===== config.mk =====
export PLATFORM = sky130hd
export DESIGN_NAME = dcache_top
export DESIGN_NICKNAME = d
export VERILOG_FILES = /design/src/hw/dcache_pkg.sv /design/src/hw/data_memory.sv /design/src/hw/dcache_array.sv /design/src/hw/dcache_ctrl.sv /design/src/hw/dcache_top.sv
export SDC_FILE = /design/constraint.sdc
export NUM_CORES = 1
export LEC_CHECK = 0
export BUFFER_PORTS_ARGS = -buffer_cell sky130_fd_sc_hd__buf_2
export CORE_MARGIN = 1
export CORE_UTILIZATION = 30
export CTS_CLUSTER_SIZE = 25
export DETAILED_ROUTE_END_ITERATION = 10
export PLACE_DENSITY = 0.44
export SLEW_MARGIN = 20
export SYNTH_ARGS = -nofsm -noshare
export SYNTH_HDL_FRONTEND = slang
export SYNTH_HIERARCHICAL = 1
export SYNTH_SLANG_ARGS = --single-unit

===== constraint.sdc =====
create_clock -name clk -period 12.5 [get_ports clk]
set_clock_uncertainty 0.2 [all_clocks]
set_input_delay 1.25 -clock clk [delete_from_list [all_inputs] [get_ports clk]]
set_output_delay 1.25 -clock clk [all_outputs]
set_load 0.01 [all_outputs]

===== src/mem_init.hex =====
// data memory preload, one 16-bit hex word per line
// line n holds word address n, upper byte is n plus 0x10, lower byte is n
1000
1101
1202
1303
1404
1505
1606
1707
1808
1909
1A0A
1B0B
1C0C
1D0D
1E0E
1F0F
2010
2111
2212
2313
2414
2515
2616
2717
2818
2919
2A1A
2B1B
2C1C
2D1D
2E1E
2F1F
3020
3121
3222
3323
3424
3525
3626
3727
3828
3929
3A2A
3B2B
3C2C
3D2D
3E2E
3F2F
4030
4131
4232
4333
4434
4535
4636
4737
4838
4939
4A3A
4B3B
4C3C
4D3D
4E3E
4F3F


===== src/hw/dcache_pkg.sv =====
`default_nettype none

package dcache_pkg;

    localparam int word_size      = 16;
    localparam int tag_size       = 12;
    localparam int index_size     = 2;
    localparam int offset_size    = 2;
    localparam int num_sets       = 4;
    localparam int words_per_line = 4;

    // addresses and data share one width
    typedef logic [word_size-1:0] word_t;

    // word address split into cache fields
    typedef struct packed {
        logic [tag_size-1:0]    tag;
        logic [index_size-1:0]  index;
        logic [offset_size-1:0] offset;
    } addr_fields_t;

    typedef struct packed {
        logic  write;
        word_t addr;
        word_t wdata;
    } cpu_req_t;

    typedef struct packed {
        word_t rdata;
        logic  hit;
    } cpu_rsp_t;

    typedef struct packed {
        logic  write;
        word_t addr;
        word_t wdata;
    } mem_req_t;

    typedef struct packed {
        word_t rdata;
    } mem_rsp_t;

    typedef enum logic [2:0] {
        idle,
        lookup,
        fill_req,
        fill_wait,
        write_req,
        write_wait,
        respond
    } ctrl_state_t;

endpackage

`default_nettype wire


===== src/hw/data_memory.sv =====
`timescale 1ns/1ps
`default_nettype none

module data_memory #(
    parameter int mem_depth   = 64,
    parameter int mem_latency = 3
) (
    input  wire                        clk,
    input  wire                        reset_n,
    input  wire                        mem_req_valid,
    output logic                       mem_req_ready,
    input  wire  dcache_pkg::mem_req_t mem_req,
    output logic                       mem_rsp_valid,
    output dcache_pkg::mem_rsp_t       mem_rsp
);

    localparam int addr_bits  = $clog2(mem_depth);
    localparam int count_bits = (mem_latency > 1) ? $clog2(mem_latency) : 1;
    localparam logic [count_bits-1:0] count_load = count_bits'(mem_latency - 1);

    dcache_pkg::word_t mem [mem_depth];
    dcache_pkg::mem_req_t req_q;
    logic busy;
    logic [count_bits-1:0] count;
    logic [addr_bits-1:0] mem_addr;

    initial begin
        $readmemh("/design/src/mem_init.hex", mem);
    end

    // address wraps at the memory depth
    assign mem_addr      = req_q.addr[addr_bits-1:0];
    assign mem_req_ready = !busy;
    assign mem_rsp_valid = busy && (count == '0);
    assign mem_rsp.rdata = mem[mem_addr];

    always_ff @(posedge clk) begin
        if (reset_n) begin
            busy  <= 1'b0;
            count <= '0;
        end else if (!busy) begin
            if (mem_req_valid) begin
                busy  <= 1'b1;
                count <= count_load;
            end
        end else if (count == '0) begin
            busy <= 1'b0;
        end else begin
            count <= count - 1'b1;
        end
    end

    always_ff @(posedge clk) begin
        if (mem_req_valid && mem_req_ready) begin
            req_q <= mem_req;
        end
        // write lands as the response completes
        if (mem_rsp_valid && req_q.write) begin
            mem[mem_addr] <= req_q.wdata;
        end
    end

endmodule

`default_nettype wire


===== src/hw/dcache_array.sv =====
`timescale 1ns/1ps
`default_nettype none

module dcache_array (
    input  wire                                  clk,
    input  wire                                  reset_n,
    input  wire  [dcache_pkg::index_size-1:0]    index,
    input  wire  [dcache_pkg::offset_size-1:0]   offset,
    input  wire  [dcache_pkg::tag_size-1:0]      tag,
    input  wire  dcache_pkg::word_t              wdata,
    input  wire                                  word_wr_en,
    input  wire                                  fill_wr_en,
    input  wire  [dcache_pkg::offset_size-1:0]   fill_offset,
    input  wire                                  line_set_en,
    output logic                                 lookup_valid,
    output logic [dcache_pkg::tag_size-1:0]      lookup_tag,
    output dcache_pkg::word_t                    lookup_word
);

    logic [dcache_pkg::num_sets-1:0] valid;
    logic [dcache_pkg::tag_size-1:0] tags [dcache_pkg::num_sets];
    dcache_pkg::word_t lines [dcache_pkg::num_sets][dcache_pkg::words_per_line];

    // reset invalidates every set
    always_ff @(posedge clk) begin
        if (reset_n) begin
            valid <= '0;
        end else if (line_set_en) begin
            valid[index] <= 1'b1;
        end
    end

    always_ff @(posedge clk) begin
        if (line_set_en) begin
            tags[index] <= tag;
        end
    end

    // processor word write or one word of a line fill
    always_ff @(posedge clk) begin
        if (word_wr_en) begin
            lines[index][offset] <= wdata;
        end else if (fill_wr_en) begin
            lines[index][fill_offset] <= wdata;
        end
    end

    // combinational lookup of the addressed set
    assign lookup_valid = valid[index];
    assign lookup_tag   = tags[index];
    assign lookup_word  = lines[index][offset];

    // the controller never mixes a processor write with a fill
    a_no_dual_write: assert property (
        @(posedge clk) disable iff (reset_n)
        !(word_wr_en && fill_wr_en)
    );

endmodule

`default_nettype wire


===== src/hw/dcache_ctrl.sv =====
`timescale 1ns/1ps
`default_nettype none

module dcache_ctrl #(
    parameter int counter_width = 16
) (
    input  wire                                  clk,
    input  wire                                  reset_n,
    input  wire                                  cpu_req_valid,
    output logic                                 cpu_req_ready,
    input  wire  dcache_pkg::cpu_req_t           cpu_req,
    output logic                                 cpu_rsp_valid,
    output dcache_pkg::cpu_rsp_t                 cpu_rsp,
    input  wire                                  bus_grant,
    input  wire                                  lookup_valid,
    input  wire  [dcache_pkg::tag_size-1:0]      lookup_tag,
    input  wire  dcache_pkg::word_t              lookup_word,
    output logic                                 word_wr_en,
    output logic                                 fill_wr_en,
    output logic [dcache_pkg::offset_size-1:0]   fill_offset,
    output logic                                 line_set_en,
    output logic [dcache_pkg::index_size-1:0]    arr_index,
    output logic [dcache_pkg::offset_size-1:0]   arr_offset,
    output logic [dcache_pkg::tag_size-1:0]      arr_tag,
    output dcache_pkg::word_t                    arr_wdata,
    output logic                                 mem_req_valid,
    input  wire                                  mem_req_ready,
    output dcache_pkg::mem_req_t                 mem_req,
    input  wire                                  mem_rsp_valid,
    input  wire  dcache_pkg::mem_rsp_t           mem_rsp,
    output logic [counter_width-1:0]             hit_count,
    output logic [counter_width-1:0]             miss_count
);

    dcache_pkg::ctrl_state_t state;
    dcache_pkg::cpu_req_t req_q;
    dcache_pkg::addr_fields_t req_fields;
    logic [dcache_pkg::offset_size-1:0] fill_cnt;
    logic hit;
    logic hit_q;
    logic mem_fire;

    assign req_fields = req_q.addr;
    assign hit        = lookup_valid && (lookup_tag == req_fields.tag);
    assign mem_fire   = mem_req_valid && mem_req_ready;

    always_ff @(posedge clk) begin
        if (reset_n) begin
            state      <= dcache_pkg::idle;
            fill_cnt   <= '0;
            hit_count  <= '0;
            miss_count <= '0;
        end else begin
            case (state)
                dcache_pkg::idle: begin
                    if (cpu_req_valid) begin
                        state <= dcache_pkg::lookup;
                    end
                end
                dcache_pkg::lookup: begin
                    if (req_q.write) begin
                        state <= dcache_pkg::write_req;
                    end else if (hit) begin
                        hit_count <= hit_count + 1'b1;
                        state     <= dcache_pkg::respond;
                    end else begin
                        miss_count <= miss_count + 1'b1;
                        fill_cnt   <= '0;
                        state      <= dcache_pkg::fill_req;
                    end
                end
                dcache_pkg::fill_req: begin
                    if (mem_fire) begin
                        state <= dcache_pkg::fill_wait;
                    end
                end
                dcache_pkg::fill_wait: begin
                    if (mem_rsp_valid) begin
                        fill_cnt <= fill_cnt + 1'b1;
                        // last word of the line ends the fill
                        state <= (&fill_cnt) ? dcache_pkg::respond : dcache_pkg::fill_req;
                    end
                end
                dcache_pkg::write_req: begin
                    if (mem_fire) begin
                        state <= dcache_pkg::write_wait;
                    end
                end
                dcache_pkg::write_wait: begin
                    if (mem_rsp_valid) begin
                        state <= dcache_pkg::respond;
                    end
                end
                default: begin
                    state <= dcache_pkg::idle;
                end
            endcase
        end
    end

    // request and hit flag held until the response
    always_ff @(posedge clk) begin
        if (cpu_req_valid && cpu_req_ready) begin
            req_q <= cpu_req;
        end
        if (state == dcache_pkg::lookup) begin
            hit_q <= hit;
        end
    end

    assign cpu_req_ready = (state == dcache_pkg::idle);
    assign cpu_rsp_valid = (state == dcache_pkg::respond);
    assign cpu_rsp.rdata = lookup_word;
    assign cpu_rsp.hit   = hit_q;

    // array strobes
    assign word_wr_en  = (state == dcache_pkg::lookup) && req_q.write && hit;
    assign fill_wr_en  = (state == dcache_pkg::fill_wait) && mem_rsp_valid;
    assign line_set_en = fill_wr_en && (&fill_cnt);
    assign fill_offset = fill_cnt;
    assign arr_index   = req_fields.index;
    assign arr_offset  = req_fields.offset;
    assign arr_tag     = req_fields.tag;
    assign arr_wdata   = (state == dcache_pkg::fill_wait) ? mem_rsp.rdata : req_q.wdata;

    // memory requests only go out while the bus is granted
    assign mem_req_valid = bus_grant &&
                           ((state == dcache_pkg::fill_req) || (state == dcache_pkg::write_req));

    always_comb begin
        mem_req.write = (state == dcache_pkg::write_req);
        mem_req.wdata = req_q.wdata;
        if (state == dcache_pkg::fill_req) begin
            mem_req.addr = {req_fields.tag, req_fields.index, fill_cnt};
        end else begin
            mem_req.addr = req_q.addr;
        end
    end

    a_grant_gates_mem: assert property (
        @(posedge clk) disable iff (reset_n)
        mem_req_valid |-> bus_grant
    );

    a_ready_only_idle: assert property (
        @(posedge clk) disable iff (reset_n)
        (state != dcache_pkg::idle) |-> !cpu_req_ready
    );

endmodule

`default_nettype wire


===== src/hw/dcache_top.sv =====
`timescale 1ns/1ps
`default_nettype none

module dcache_top #(
    parameter int mem_depth     = 64,
    parameter int mem_latency   = 3,
    parameter int counter_width = 16
) (
    input  wire                        clk,
    input  wire                        reset_n,
    input  wire                        cpu_req_valid,
    output logic                       cpu_req_ready,
    input  wire  dcache_pkg::cpu_req_t cpu_req,
    output logic                       cpu_rsp_valid,
    output dcache_pkg::cpu_rsp_t       cpu_rsp,
    input  wire                        bus_grant,
    output logic [counter_width-1:0]   hit_count,
    output logic [counter_width-1:0]   miss_count
);

    logic lookup_valid;
    logic [dcache_pkg::tag_size-1:0] lookup_tag;
    dcache_pkg::word_t lookup_word;
    logic word_wr_en;
    logic fill_wr_en;
    logic [dcache_pkg::offset_size-1:0] fill_offset;
    logic line_set_en;
    logic [dcache_pkg::index_size-1:0] arr_index;
    logic [dcache_pkg::offset_size-1:0] arr_offset;
    logic [dcache_pkg::tag_size-1:0] arr_tag;
    dcache_pkg::word_t arr_wdata;
    logic mem_req_valid;
    logic mem_req_ready;
    dcache_pkg::mem_req_t mem_req;
    logic mem_rsp_valid;
    dcache_pkg::mem_rsp_t mem_rsp;

    dcache_ctrl #(
        .counter_width (counter_width)
    ) dcache_ctrl_inst (
        .clk           (clk),
        .reset_n       (reset_n),
        .cpu_req_valid (cpu_req_valid),
        .cpu_req_ready (cpu_req_ready),
        .cpu_req       (cpu_req),
        .cpu_rsp_valid (cpu_rsp_valid),
        .cpu_rsp       (cpu_rsp),
        .bus_grant     (bus_grant),
        .lookup_valid  (lookup_valid),
        .lookup_tag    (lookup_tag),
        .lookup_word   (lookup_word),
        .word_wr_en    (word_wr_en),
        .fill_wr_en    (fill_wr_en),
        .fill_offset   (fill_offset),
        .line_set_en   (line_set_en),
        .arr_index     (arr_index),
        .arr_offset    (arr_offset),
        .arr_tag       (arr_tag),
        .arr_wdata     (arr_wdata),
        .mem_req_valid (mem_req_valid),
        .mem_req_ready (mem_req_ready),
        .mem_req       (mem_req),
        .mem_rsp_valid (mem_rsp_valid),
        .mem_rsp       (mem_rsp),
        .hit_count     (hit_count),
        .miss_count    (miss_count)
    );

    dcache_array dcache_array_inst (
        .clk          (clk),
        .reset_n      (reset_n),
        .index        (arr_index),
        .offset       (arr_offset),
        .tag          (arr_tag),
        .wdata        (arr_wdata),
        .word_wr_en   (word_wr_en),
        .fill_wr_en   (fill_wr_en),
        .fill_offset  (fill_offset),
        .line_set_en  (line_set_en),
        .lookup_valid (lookup_valid),
        .lookup_tag   (lookup_tag),
        .lookup_word  (lookup_word)
    );

    // stands in for the rest of the memory system
    data_memory #(
        .mem_depth   (mem_depth),
        .mem_latency (mem_latency)
    ) data_memory_inst (
        .clk           (clk),
        .reset_n       (reset_n),
        .mem_req_valid (mem_req_valid),
        .mem_req_ready (mem_req_ready),
        .mem_req       (mem_req),
        .mem_rsp_valid (mem_rsp_valid),
        .mem_rsp       (mem_rsp)
    );

endmodule

`default_nettype wire


# After elaboration in Yosys (flattened, before gate mapping)
# Memory sizes are Yosys's and may differ from the RTL's. A register that Yosys moved wholly into a read port is not among the register bits.
# Index checks and enable logic that the tools add are counted.
[word_totals] regBits=101 mem_bits_rw=1328 input_bits=37 out_inout_bits=51 wordCells=244 memories=3
[mem_list] name="data_memory_inst.mem" words=64 word_bits=16 read_ports=1 rd_clocked_by_memory_dff=1 write_ports=1 line="data_memory.sv:21" source="dcache_pkg::word_t mem [mem_depth];"
[mem_list] name="dcache_array_inst.lines" words=4 word_bits=64 read_ports=1 rd_clocked_by_memory_dff=1 write_ports=1 line="dcache_array.sv:22" source="dcache_pkg::word_t lines [dcache_pkg::num_sets][dcache_pkg::words_per_line];"
[mem_list] name="dcache_array_inst.tags" words=4 word_bits=12 read_ports=1 rd_clocked_by_memory_dff=1 write_ports=1 line="dcache_array.sv:21" source="logic [dcache_pkg::tag_size-1:0] tags [dcache_pkg::num_sets];"
[op_classes] add_sub_neg=4 order_cmp=6 n_eq_ne=15 muxes=108 n_bitwise=69 n_reduce_logical=25
[op_table] operator="$mux W64" count=2
[op_table] operator="$mux W16" count=5
[op_table] operator="$mux W1" count=76
[op_table] operator="$demux W16 S2" count=2
[op_table] operator="$or A1 B1 Y1" count=64
[op_table] operator="$add A16 B1 Y16 const B" count=2
[op_table] operator="$bmux W16 S2" count=1
[op_table] operator="$mux W3" count=8
[op_table] operator="$mux W2" count=9
[op_table] operator="$pmux W3 S6" count=1
[op_table] operator="$logic_and A1 B1 Y1" count=13
[op_table] operator="$eq A12 B12 Y1" count=1
[op_table] operator="$ne A2 B2 Y1 const B" count=5
[op_table] operator="$eq A3 B3 Y1 const B" count=3
[op_table] operator="$eq A3 B2 Y1 const B" count=2
[op_table] operator="$ge A3 B3 Y1 const B" count=2
[op_table] operator="$lt A3 B1 Y1 const B" count=2
[op_table] operator="$mux W6" count=1
[op_table] operator="$ne A2 B1 Y1 const B" count=3
[op_table] operator="$not A2 Y3" count=2
[op_table] operator="$reduce_and A3 Y1" count=2
[op_table] operator="$reduce_and A5 Y1" count=1
[op_table] operator="$or A4 B4 Y4" count=1
[op_table] operator="$pmux W2 S2" count=1
[op_table] operator="other kinds (15)" count=18

# Logic depth before layout (Yosys ltp)
# Gate-level depths: netlist of run 1.
[depth] ltp_word=7 ltp_mapped=16 ltp_nobuf=9

# Cells and area by module
# Netlist of run 1, hierarchy kept.
[by_module_without_submodules] module="data_memory" instances=1 cells_per_inst=2013 area_per_inst_um2=40612.7
[by_module_without_submodules] module="dcache_array" instances=1 cells_per_inst=501 area_per_inst_um2=11648.7
[by_module_without_submodules] module="dcache_ctrl" instances=1 cells_per_inst=421 area_per_inst_um2=3843.7

# Worst setup path after synthesis of run 1
# No wires, ideal clock.
[synth_timing] path_kind="register to register" startpoint="register dcache_ctrl_inst.req_q, in the netlist dcache_ctrl_inst/req_fields[2]" endpoint="memory dcache_array_inst/lines[0][48] in the netlist's numbering, enable pin" t_arrival_ps=4477 required_ps=11891 path_slack_ps=7414 stages_incl_launch_ff=16 n_path_buf=7 period_less_slack_ps=5086 path_cell_list="edfxtp_1 -> buf_4 -> buf_6 -> buf_2 -> buf_4 -> mux4_2 -> xnor2_1 -> nand4_1 -> or4_1 -> buf_2 -> clkbuf_1 -> clkbuf_1 -> inv_1 -> and3_1 -> a22oi_1 -> nor3_1"
[synth_via] elab_chain_cells=7 elab_cells_between_ends=9 classes_between="mux (6); bitwise (1); reduce/logical (2)"
[synth_lines] element="start, declared" line="dcache_ctrl.sv:36" source="dcache_pkg::cpu_req_t req_q;"
[synth_lines] element="start signal, assigned" line="dcache_ctrl.sv:104" source="req_q <= cpu_req;"
[synth_lines] element="$bmux W1 S2 (*)" line="dcache_array.sv:49" source="assign lookup_valid = valid[index];"
[synth_lines] element="$mux W1 (implied by the code) (*)" line="dcache_array.sv:49"
[synth_lines] element="$logic_and A1 B1 Y1 (*)" line="dcache_ctrl.sv:44" source="assign hit = lookup_valid && (lookup_tag == req_fields.tag);"
[synth_lines] element="via dcache_ctrl_inst.hit" line="dcache_ctrl.sv:39" source="logic hit;"
[synth_lines] element="$logic_and A1 B1 Y1 (*)" line="dcache_ctrl.sv:117" source="assign word_wr_en = (state == dcache_pkg::lookup) && req_q.write && hit;"
[synth_lines] element="via word_wr_en" line="dcache_top.sv:24" source="logic word_wr_en;"
[synth_lines] element="$mux W1" line="dcache_array.sv:41" source="if (word_wr_en) begin"
[synth_lines] element="$mux W64, on equally long branches" line="dcache_array.sv:42, dcache_array.sv:44"
[synth_lines] element="$or A1 B1 Y1 (no line) (*)"
[synth_lines] element="end, declared" line="dcache_array.sv:22"
# Mark *: on every way through the listed nets, which the timed path passes. The rest lies on a longest branch. The select of a mux whose other input is x is not followed.

# Worst setup path after layout of run 1
[layout_timing] startpoint="register dcache_ctrl_inst.req_q, in the netlist dcache_ctrl_inst/req_fields[3]" endpoint="memory dcache_array_inst/lines[3][33] in the netlist's numbering, enable pin"
# The elaborated chain is that of the path after synthesis.

==> results of run 1 <==
[area by class of cell]
| type | count | area share [%] |
|---|---|---|
| sequential | 1435 | 66.3 |
| clock buffer | 187 | 6.39 |
| antenna | 2 | 0.00779 |
| clock inverter | 96 | 1.26 |
| multi-input combinational | 1263 | 19.0 |
| tap | 2480 | 4.83 |
| timing repair buffer | 211 | 2.13 |
| inverter | 14 | 0.0818 |
[how the worst max path moves through the flow]
stage                                           endpoint  slack [ps]  cells past startpoint                           start
after floorplan           dcache_array_inst/lines[0][48]        7410                     15  dcache_ctrl_inst/req_fields[2]
after global placement    dcache_array_inst/lines[3][58]        6730                     10  dcache_ctrl_inst/req_fields[3]
after detailed placement  dcache_array_inst/lines[1][26]        6720                     10  dcache_ctrl_inst/req_fields[3]
after CTS                 dcache_array_inst/lines[1][17]        6680                     10  dcache_ctrl_inst/req_fields[3]
after global routing      dcache_array_inst/lines[3][33]        6510                     10  dcache_ctrl_inst/req_fields[3]
final                     dcache_array_inst/lines[3][33]        6780                     10  dcache_ctrl_inst/req_fields[3]
[critical path, cell delays in order, from the launching register on]
cell	delay [ps]
edfxtp_1	320
buf_4	370
buf_4	770
mux4_2	440
xnor2_1	270
nand4_1	150
or4_2	980
inv_1	180
and3_1	300
a22oi_1	260
nor2_2	1000
[metal layers]
layer / wire length [um] / vias to the layer above / track usage (%)
met1: 66600 / 15200 / 21.6
met2: 75100 / 719 / 27.1
met4: 3180 / 2 / 4.03
met5: 13 / - / 0
met3: 7290 / 185 / 2.80
li1: - / 12200 / -
[metrics by stage]
stage	util [%]	hold WS [ps]
after floorplan	-	235
after global placement	32.0	251
after detailed placement	32.0	246
after CTS	34.6	261
after global routing	34.7	264
final	34.7	259
[registers in the layout, summed over array words and instances (netlist names), named ones only]
name	cells
dcache_ctrl_inst/req_q	1
data_memory_inst/mem_addr	6
data_memory_inst/req_q	17
dcache_array_inst/tags	48
dcache_ctrl_inst/mem_req	16
data_memory_inst/count	2
dcache_ctrl_inst/hit_q	1
dcache_ctrl_inst/fill_offset	2
data_memory_inst/mem	1024
dcache_ctrl_inst/miss_count	16
dcache_ctrl_inst/state	3
dcache_ctrl_inst/req_fields	16
data_memory_inst/busy	1
dcache_array_inst/lines	256
dcache_array_inst/valid	4
dcache_ctrl_inst/hit_count	16
[report_power, final]
group / switching (mW) / internal, mW / total (mW)
Sequential: 0.0414 / 5.30 / 5.35
Combinational: 0.446 / 0.231 / 0.677
Clock: 1.91 / 2.54 / 4.45
Total: 2.40 / 8.08 / 10.5
==> flow_metrics.tcl, run 1 <==
set metrics [dict create \
    worst_setup_path_start_kind "register" \
    path_class "register to register" \
    synth_area_mm2 0.0560 \
    drive_gt1_share_pct 22.2 \
    grt_antenna_before_repair 6 \
    io_pins 88 \
    maxSlewHeadroom_pct 19.8 \
    rr_endpoint "dcache_array_inst/lines[3][33]" \
    period_needed_ps 5720 \
    wl_per_cell_um 26.8 \
    drv_cap 0 \
    yosysWarnings 6 \
    ant_nets 0 \
    holdPathStages 0 \
    drtPass1Iterations 6 \
    netlist_instances 2925 \
    viasPerCell 4.98 \
    hpwl_mm 93.0 \
    place_congestion 0.812 \
    drv_slew 0 \
    fin_tns_setup_ps 0 \
    cp-end-kind "register" \
    finalWorstSetupSlack_ps 6780 \
    hold_buffers 0 \
    finalSetupViolCount 0 \
    die_w_um 434 \
    die_y_um 434 \
    core-area_mm2 0.185 \
    fp-row-count 158 \
    io_buffers 87 \
    dp_slack_ps 6720 \
    placed_area_mm2 0.0593 \
    stdcell_count 5688 \
    numCtsBuffers 155 \
    cts_buffer_depth 3 \
    r2r_slack_ps 6780 \
    grt_max_degree 65 \
    place_inst 5403 \
    hold_violations 0 \
    hp-class "register to register" \
    rsz0062_at_grt "false" \
    path_max_fanout 60 \
    cts.sinks 1435 \
    area_delta_synth_final_pct 14.7 \
    drc 0 \
    multi_input_area_mm2 0.0122 \
    fin_area_mm2 0.0643 \
    overflow 0 \
    grt_pass1_wl_mm 217 \
    post_cts_resized 0 \
    wl_mm 152 \
    cts_tree "done" \
    grtUsageTotal_pct 16.1 \
    seqCellArea_mm2 0.0426 \
    holdPathEnd "data_memory_inst/req_q[13]" \
    hold_start "dcache_ctrl_inst/mem_req[13]" \
    critical_path_arrival_ps 5910 \
    peakVddDrop_uv 147 \
    r2r_cells 10 \
    grt_pass1_vias 29300 \
    clockRootBuffer "clkbuf_16" \
    htreeDepth 4 \
    die-area_mm2 0.188 \
    run_status "finished clean" \
    syn-num-nets 2966 \
    start_util_pct 30.2 \
    p_total_mw 10.5 \
    final_cell_mix "edfxtp_1, mux2i_1, mux4_2" \
    worstMarginPinSlew_ps 1200 \
    num_vias 28300 \
    nets 3121 \
    syn_area_per_cell_um2 19.2 \
    final_common_cell "edfxtp_1" \
    clkLatencyLatePin_ps 790 \
    power_density_mw_per_mm2 163 \
    clkSlewWorstSetupHoldPaths_ps 60 \
    finalCritPeriodShare_pct 45.8 \
    p_leak_nw 20.5 \
    critPathRequiredTime_ps 12690 \
    filler_cell_count 17500 \
    fmax_mhz 175 \
    crit-reg2reg-launch "dcache_ctrl_inst/req_fields[3]" \
    drt-initial-drc-count 2524 \
    post-cts-setup-buffer-count 0 \
]
(Power assumes the default switching activity.)
==> inputs of run 2 (changes only) <==
==> constraint.sdc (replaced) <==
create_clock -name clk -period 5.3 [get_ports clk]
set_clock_uncertainty 0.2 [all_clocks]
set_input_delay 0.53 -clock clk [delete_from_list [all_inputs] [get_ports clk]]
set_output_delay 0.53 -clock clk [all_outputs]
set_load 0.01 [all_outputs]
==> run 2 against run 1 <==
  * Critical path depth decreased by 3
  * Cell area increased by 1.3%
  * Combinational power increased to 2.5 times the previous value
  * Die area unchanged
  * Setup slack got worse by 6400 ps
  * Clock-buffer cell count increased by 5
  * Wire length about the same
  * Critical path type is now register to output pin
  * Critical endpoint is now cpu_rsp[2]
  * Largest cell class unchanged
  * Highest routed layer unchanged
==> flow_metrics.tcl, run 2 (synthesis gave the netlist of run 1 again) <==
set metrics [dict create \
    finalCritPeriodShare_pct 92.6 \
    wl_met3_mm 9.01 \
    hold_start "reset_n" \
    holdPathStages 2 \
    num_vias 28700 \
    peakVddDrop_uv 275 \
    p_seq_share_pct 50.4 \
    maxSlewHeadroom_pct 17.5 \
    run_status "finished clean" \
    clkLatencyLatePin_ps 810 \
    clkSlewWorstSetupHoldPaths_ps 60 \
    grt_pass1_wl_mm 216 \
    worstMarginPinSlew_ps 1230 \
    drv_cap 0 \
    worst_setup_path_start_kind "register" \
    die_y_um 434 \
    finalSetupViolCount 0 \
    pwr-share-comb_pct 6.8 \
    fmax_mhz 204 \
    clkPwrFrac_pct 42.8 \
    dr.max_layer_used "met5" \
    htreeDepth 4 \
    stdcell_count 5752 \
    numCtsBuffers 156 \
    grtUsageTotal_pct 16.1 \
    place_congestion 0.800 \
    internal-power_mw 19.3 \
    cts_tree "done" \
    r2r_cells 8 \
    grt_max_degree 72 \
    nets 3189 \
    hpwl_mm 94.3 \
    start_util_pct 30.2 \
    period_needed_ps 4910 \
    die-area_mm2 0.188 \
    power_density_mw_per_mm2 384 \
    die_w_um 434 \
    crit-reg2reg-launch "dcache_ctrl_inst/req_fields[3]" \
    cts_buffer_depth 3 \
    place_inst 5435 \
    largest_register_ffs 1024 \
    p_switching_mw 5.76 \
    regMostFlops "data_memory_inst/mem" \
    hp-class "input pin to register" \
    reg_top3 "data_memory_inst/mem x1024, dcache_array_inst/lines x256, dcache_array_inst/tags x48" \
    grt_antenna_before_repair 10 \
    holdPathEnd "data_memory_inst/busy" \
    core-area_mm2 0.185 \
    area_delta_synth_final_pct 16.2 \
    r2r_slack_ps 920 \
    path_class "register to output pin" \
    grt_pass1_vias 29300 \
    wl_per_cell_um 26.5 \
    wl_met1_mm 66.0 \
    drive_gt1_share_pct 22.4 \
    wl_mm 152 \
    final_common_cell "edfxtp_1" \
    rsz0062_at_grt "false" \
    fin_area_mm2 0.0651 \
    switching_share_pct 23.0 \
    drc 0 \
    hold_violations 0 \
    viasPerCell 5.00 \
    overflow 0 \
    drv_slew 0 \
    final_cell_mix "edfxtp_1, mux2i_1, mux4_2" \
    drtPass1Iterations 5 \
    dp_slack_ps 848 \
    rr_endpoint "dcache_array_inst/lines[3][22]" \
    clockRootBuffer "clkbuf_16" \
    p_leak_nw 20.9 \
    cp-end-kind "output pin" \
    fp-row-count 158 \
    path_max_fanout 44 \
    critPathRequiredTime_ps 4570 \
    ant_nets 0 \
    io_pins 88 \
    finalWorstSetupSlack_ps 393 \
    drt-initial-drc-count 2521 \
    fin_tns_setup_ps 0 \
    io_buffers 87 \
    placed_area_mm2 0.0597 \
    wl_met2_mm 73.4 \
    cts.sinks 1435 \
    critical_path_arrival_ps 4180 \
]
## run 2: metal layers
layer / track usage [%] / up-vias
met3: 3.29 / 201
met4: 4.55 / 4
met5: 0 / -
met1: 21.7 / 15400
li1: - / 12300
met2: 26.1 / 813
## run 2: final cells by class
type | instances | area (um^2)
diodes | 4 | 10.0
clock buffers | 192 | 4040
clock inverters | 86 | 1020
fillers | 17500 | 120000
inverters | 14 | 52.6
multi-input cells | 1263 | 12200
flip-flops and latches | 1435 | 42600
well taps | 2480 | 3100
repair buffers | 278 | 2070
## run 2: worst max path at each step
stage,startpoint,endpoint,slack [ps],depth (start not counted)
after detailed placement,dcache_ctrl_inst/req_fields[3],dcache_array_inst/lines[1][22],850,8
after global routing,dcache_ctrl_inst/req_fields[2],cpu_rsp[12],60,7
after floorplan,dcache_ctrl_inst/req_fields[2],dcache_array_inst/lines[0][48],210,15
after CTS,dcache_ctrl_inst/req_fields[2],cpu_rsp[2],200,7
final,dcache_ctrl_inst/req_fields[2],cpu_rsp[2],390,7
after global placement,dcache_ctrl_inst/req_fields[3],dcache_array_inst/lines[0][21],580,8
## run 2: power groups by stage
stage	registers, mW	clock network (mW)	logic (mW)
6_report	12.6	10.7	1.70
5_1_grt	12.6	11.4	1.80
4_1_cts	12.6	11.0	1.72
3_5_place_dp	12.9	0	1.69
3_3_place_gp	12.9	0	1.67
2_1_floorplan	12.8	0	1.06
## run 2: timing repair
item,in CTS,in global routing
setup buffers,0,0
endpoints found under the setup margin,0,0
endpoints found under the hold margin,34,0
hold buffers,34,0
resized for setup,0,0
## run 2: stage by stage
step	utilization, %	total power, mW	hold WS [ps]
global route	35.1	25.8	181
detailed placement	32.2	14.5	238
floorplan	-	13.9	235
global placement	32.2	14.5	231
CTS	35.1	25.3	143
finish	35.1	25.0	194
## run 2: worst max-delay path, stage by stage (launching register included)
cell and delay, ps:
edfxtp_1 340, buf_4 320, buf_4 510, buf_4 810, mux4_2 600, a22oi_1 380
nand2_1 160, buf_2 170
==> inputs of run 3 (changes only) <==
--- a/config.mk
+++ b/config.mk
@@ -11,6 +11,7 @@
 export CTS_CLUSTER_SIZE = 25
 export DETAILED_ROUTE_END_ITERATION = 10
 export PLACE_DENSITY = 0.44
+export RECOVER_POWER = 50
 export SLEW_MARGIN = 20
 export SYNTH_ARGS = -nofsm -noshare
 export SYNTH_HDL_FRONTEND = slang
==> run 3 against run 2 <==
  * The run now ends with capacitance limit, slew limit left
  * Flip-flop and latch count did not move
  * Combinational power about the same
  * Critical endpoint is now cpu_rsp[16]
  * Sequential share of layout area grew 0.21 points
  * Cell area fell by 0.32%
  * Die area did not move
  * Global-route usage stayed put
  * Fmax is 0.93% higher
  * Largest cell class unchanged
  * Hold slack better by 6.2 ps
  * Total power about the same
  * Setup slack better by 45 ps
==> flow_metrics.tcl, run 3 (synthesis gave the netlist of run 1 again) <==
set metrics [dict create \
    run_status "finished with violations" \
    drv_cap 18 \
    clkLatencyLatePin_ps 810 \
    grt_antenna_before_repair 11 \
    die_y_um 434 \
    cp-end-kind "output pin" \
    clkSlewWorstSetupHoldPaths_ps 60 \
    grt_max_degree 72 \
    crit-reg2reg-launch "dcache_ctrl_inst/req_fields[3]" \
    cts_buffer_depth 3 \
    largest_register_ffs 1024 \
    p_switching_mw 5.75 \
    hp-class "input pin to register" \
    grt_pass1_vias 29300 \
    critPathRequiredTime_ps 4570 \
    critical_path_arrival_ps 4130 \
    rsz0062_at_grt "false" \
    hold_violations 0 \
    switching_share_pct 23.0 \
    final_common_cell "edfxtp_1" \
    wl_mm 152 \
    post_cts_resized 0 \
    failed_checks "capacitance limit, slew limit" \
    regMostFlops "data_memory_inst/mem" \
    grtUsageTotal_pct 16.1 \
    hold_buffers 34 \
    drv_slew 1066 \
    worst_setup_path_start_kind "register" \
    finalCritPeriodShare_pct 91.7 \
    fmax_mhz 206 \
    power_density_mw_per_mm2 386 \
    final_cell_mix "edfxtp_1, mux2i_1, mux4_2" \
    fp-row-count 158 \
    io_buffers 87 \
    hold_start "reset_n" \
    die-area_mm2 0.188 \
    worstMarginPinSlew_ps 4110 \
    path_class "register to output pin" \
    start_util_pct 30.2 \
    reg_top3 "data_memory_inst/mem x1024, dcache_array_inst/lines x256, dcache_array_inst/tags x48" \
    filler_cell_count 17500 \
    wl_per_cell_um 26.5 \
    cts.sinks 1435 \
    finalSetupViolCount 0 \
    period_needed_ps 4860 \
    post-cts-setup-buffer-count 0 \
    num_vias 28700 \
    drive_gt1_share_pct 19.8 \
    clockRootBuffer "clkbuf_16" \
    io_pins 88 \
    worstSetupStartpoint "dcache_ctrl_inst/req_fields[2]" \
    grt_pass1_wl_mm 216 \
    peakVddDrop_uv 273 \
    maxSlewHeadroom_pct -174 \
    internal-power_mw 19.3 \
    drt-initial-drc-count 2706 \
    cts_tree "done" \
    area_delta_synth_final_pct 15.8 \
    p_total_mw 25.0 \
    place_congestion 0.800 \
    viasPerCell 4.99 \
    path_max_fanout 44 \
    core-area_mm2 0.185 \
    clkPwrFrac_pct 42.8 \
    nets 3189 \
    pwr-share-comb_pct 6.7 \
    drc 0 \
    r2r_slack_ps 940 \
    hpwl_mm 94.3 \
    p_seq_share_pct 50.5 \
    numCtsBuffers 156 \
    ant_nets 0 \
    overflow 0 \
    drtPass1Iterations 6 \
    die_w_um 434 \
    fin_tns_setup_ps 0 \
    htreeDepth 4 \
    p_leak_nw 20.6 \
]
==> run 3: changes by cell type in the layout (fill, tap and decap cells not counted), moves of 2 or more <==
cell      previous run  this run
and2_0               0         2
mux2_1               0         3
clkbuf_1            36       116
mux2_2              24        21
buf_4              147       115
buf_2               87        40
==> run 3: area by class of cell <==
type	instances	area, um^2	share of cell area, %
flip-flops and latches	1435	42600	65.6
well taps	2480	3100	4.78
clock inverters	86	1020	1.57
inverters	14	52.6	0.0810
multi-input cells	1263	12200	18.8
clock buffers	192	4040	6.22
repair buffers	278	1880	2.90
diodes	3	7.51	0.0116
==> run 3: power groups by stage <==
stage	registers [mW]	logic, mW	clock network (mW)
2_1_floorplan	12.8	1.06	0
3_3_place_gp	12.9	1.67	0
3_5_place_dp	12.9	1.69	0
4_1_cts	12.6	1.72	11.0
5_1_grt	12.6	1.79	11.4
6_report	12.6	1.68	10.7
==> run 3: path summary, 6_finish.rpt <==
check,endpoint,cells past startpoint
setup / recovery,cpu_rsp[16],7
hold reg to reg,data_memory_inst/req_q[8],0
setup reg to reg,dcache_array_inst/lines[1][22],8
hold / removal,data_memory_inst/busy,2
==> run 3: through the flow <==
step,hold WS (ps),cell area [um^2],setup WS (ps),instances,utilization (%)
global route,181,64900,74.6,5748,35.0
floorplan,235,56000,214,2925,-
detailed placement,238,59700,848,5435,32.2
CTS,143,65100,205,5747,35.1
finish,200,64900,438,5751,35.0
global placement,231,59600,576,5435,32.2
==> run 3: per-layer routing <==
| layer | GRT usage, % | vias to the layer above | part of all wire [%] | routed length [um] |
|---|---|---|---|---|
| met5 | 0 | - | 0.015 | 23 |
| met2 | 26.1 | 856 | 48 | 73700 |
| li1 | - | 12400 | - | - |
| met4 | 4.55 | 4 | 2.4 | 3650 |
| met3 | 3.29 | 193 | 6.0 | 9120 |
| met1 | 21.7 | 15300 | 43 | 65800 |
==> run 3: critical path, cell delays in order (launching register included) <==
cell and delay, ps:
edfxtp_1 340, buf_4 300, buf_4 510, buf_4 800, mux4_2 610, a22oi_1 350, nand2_1 160, buf_2 170
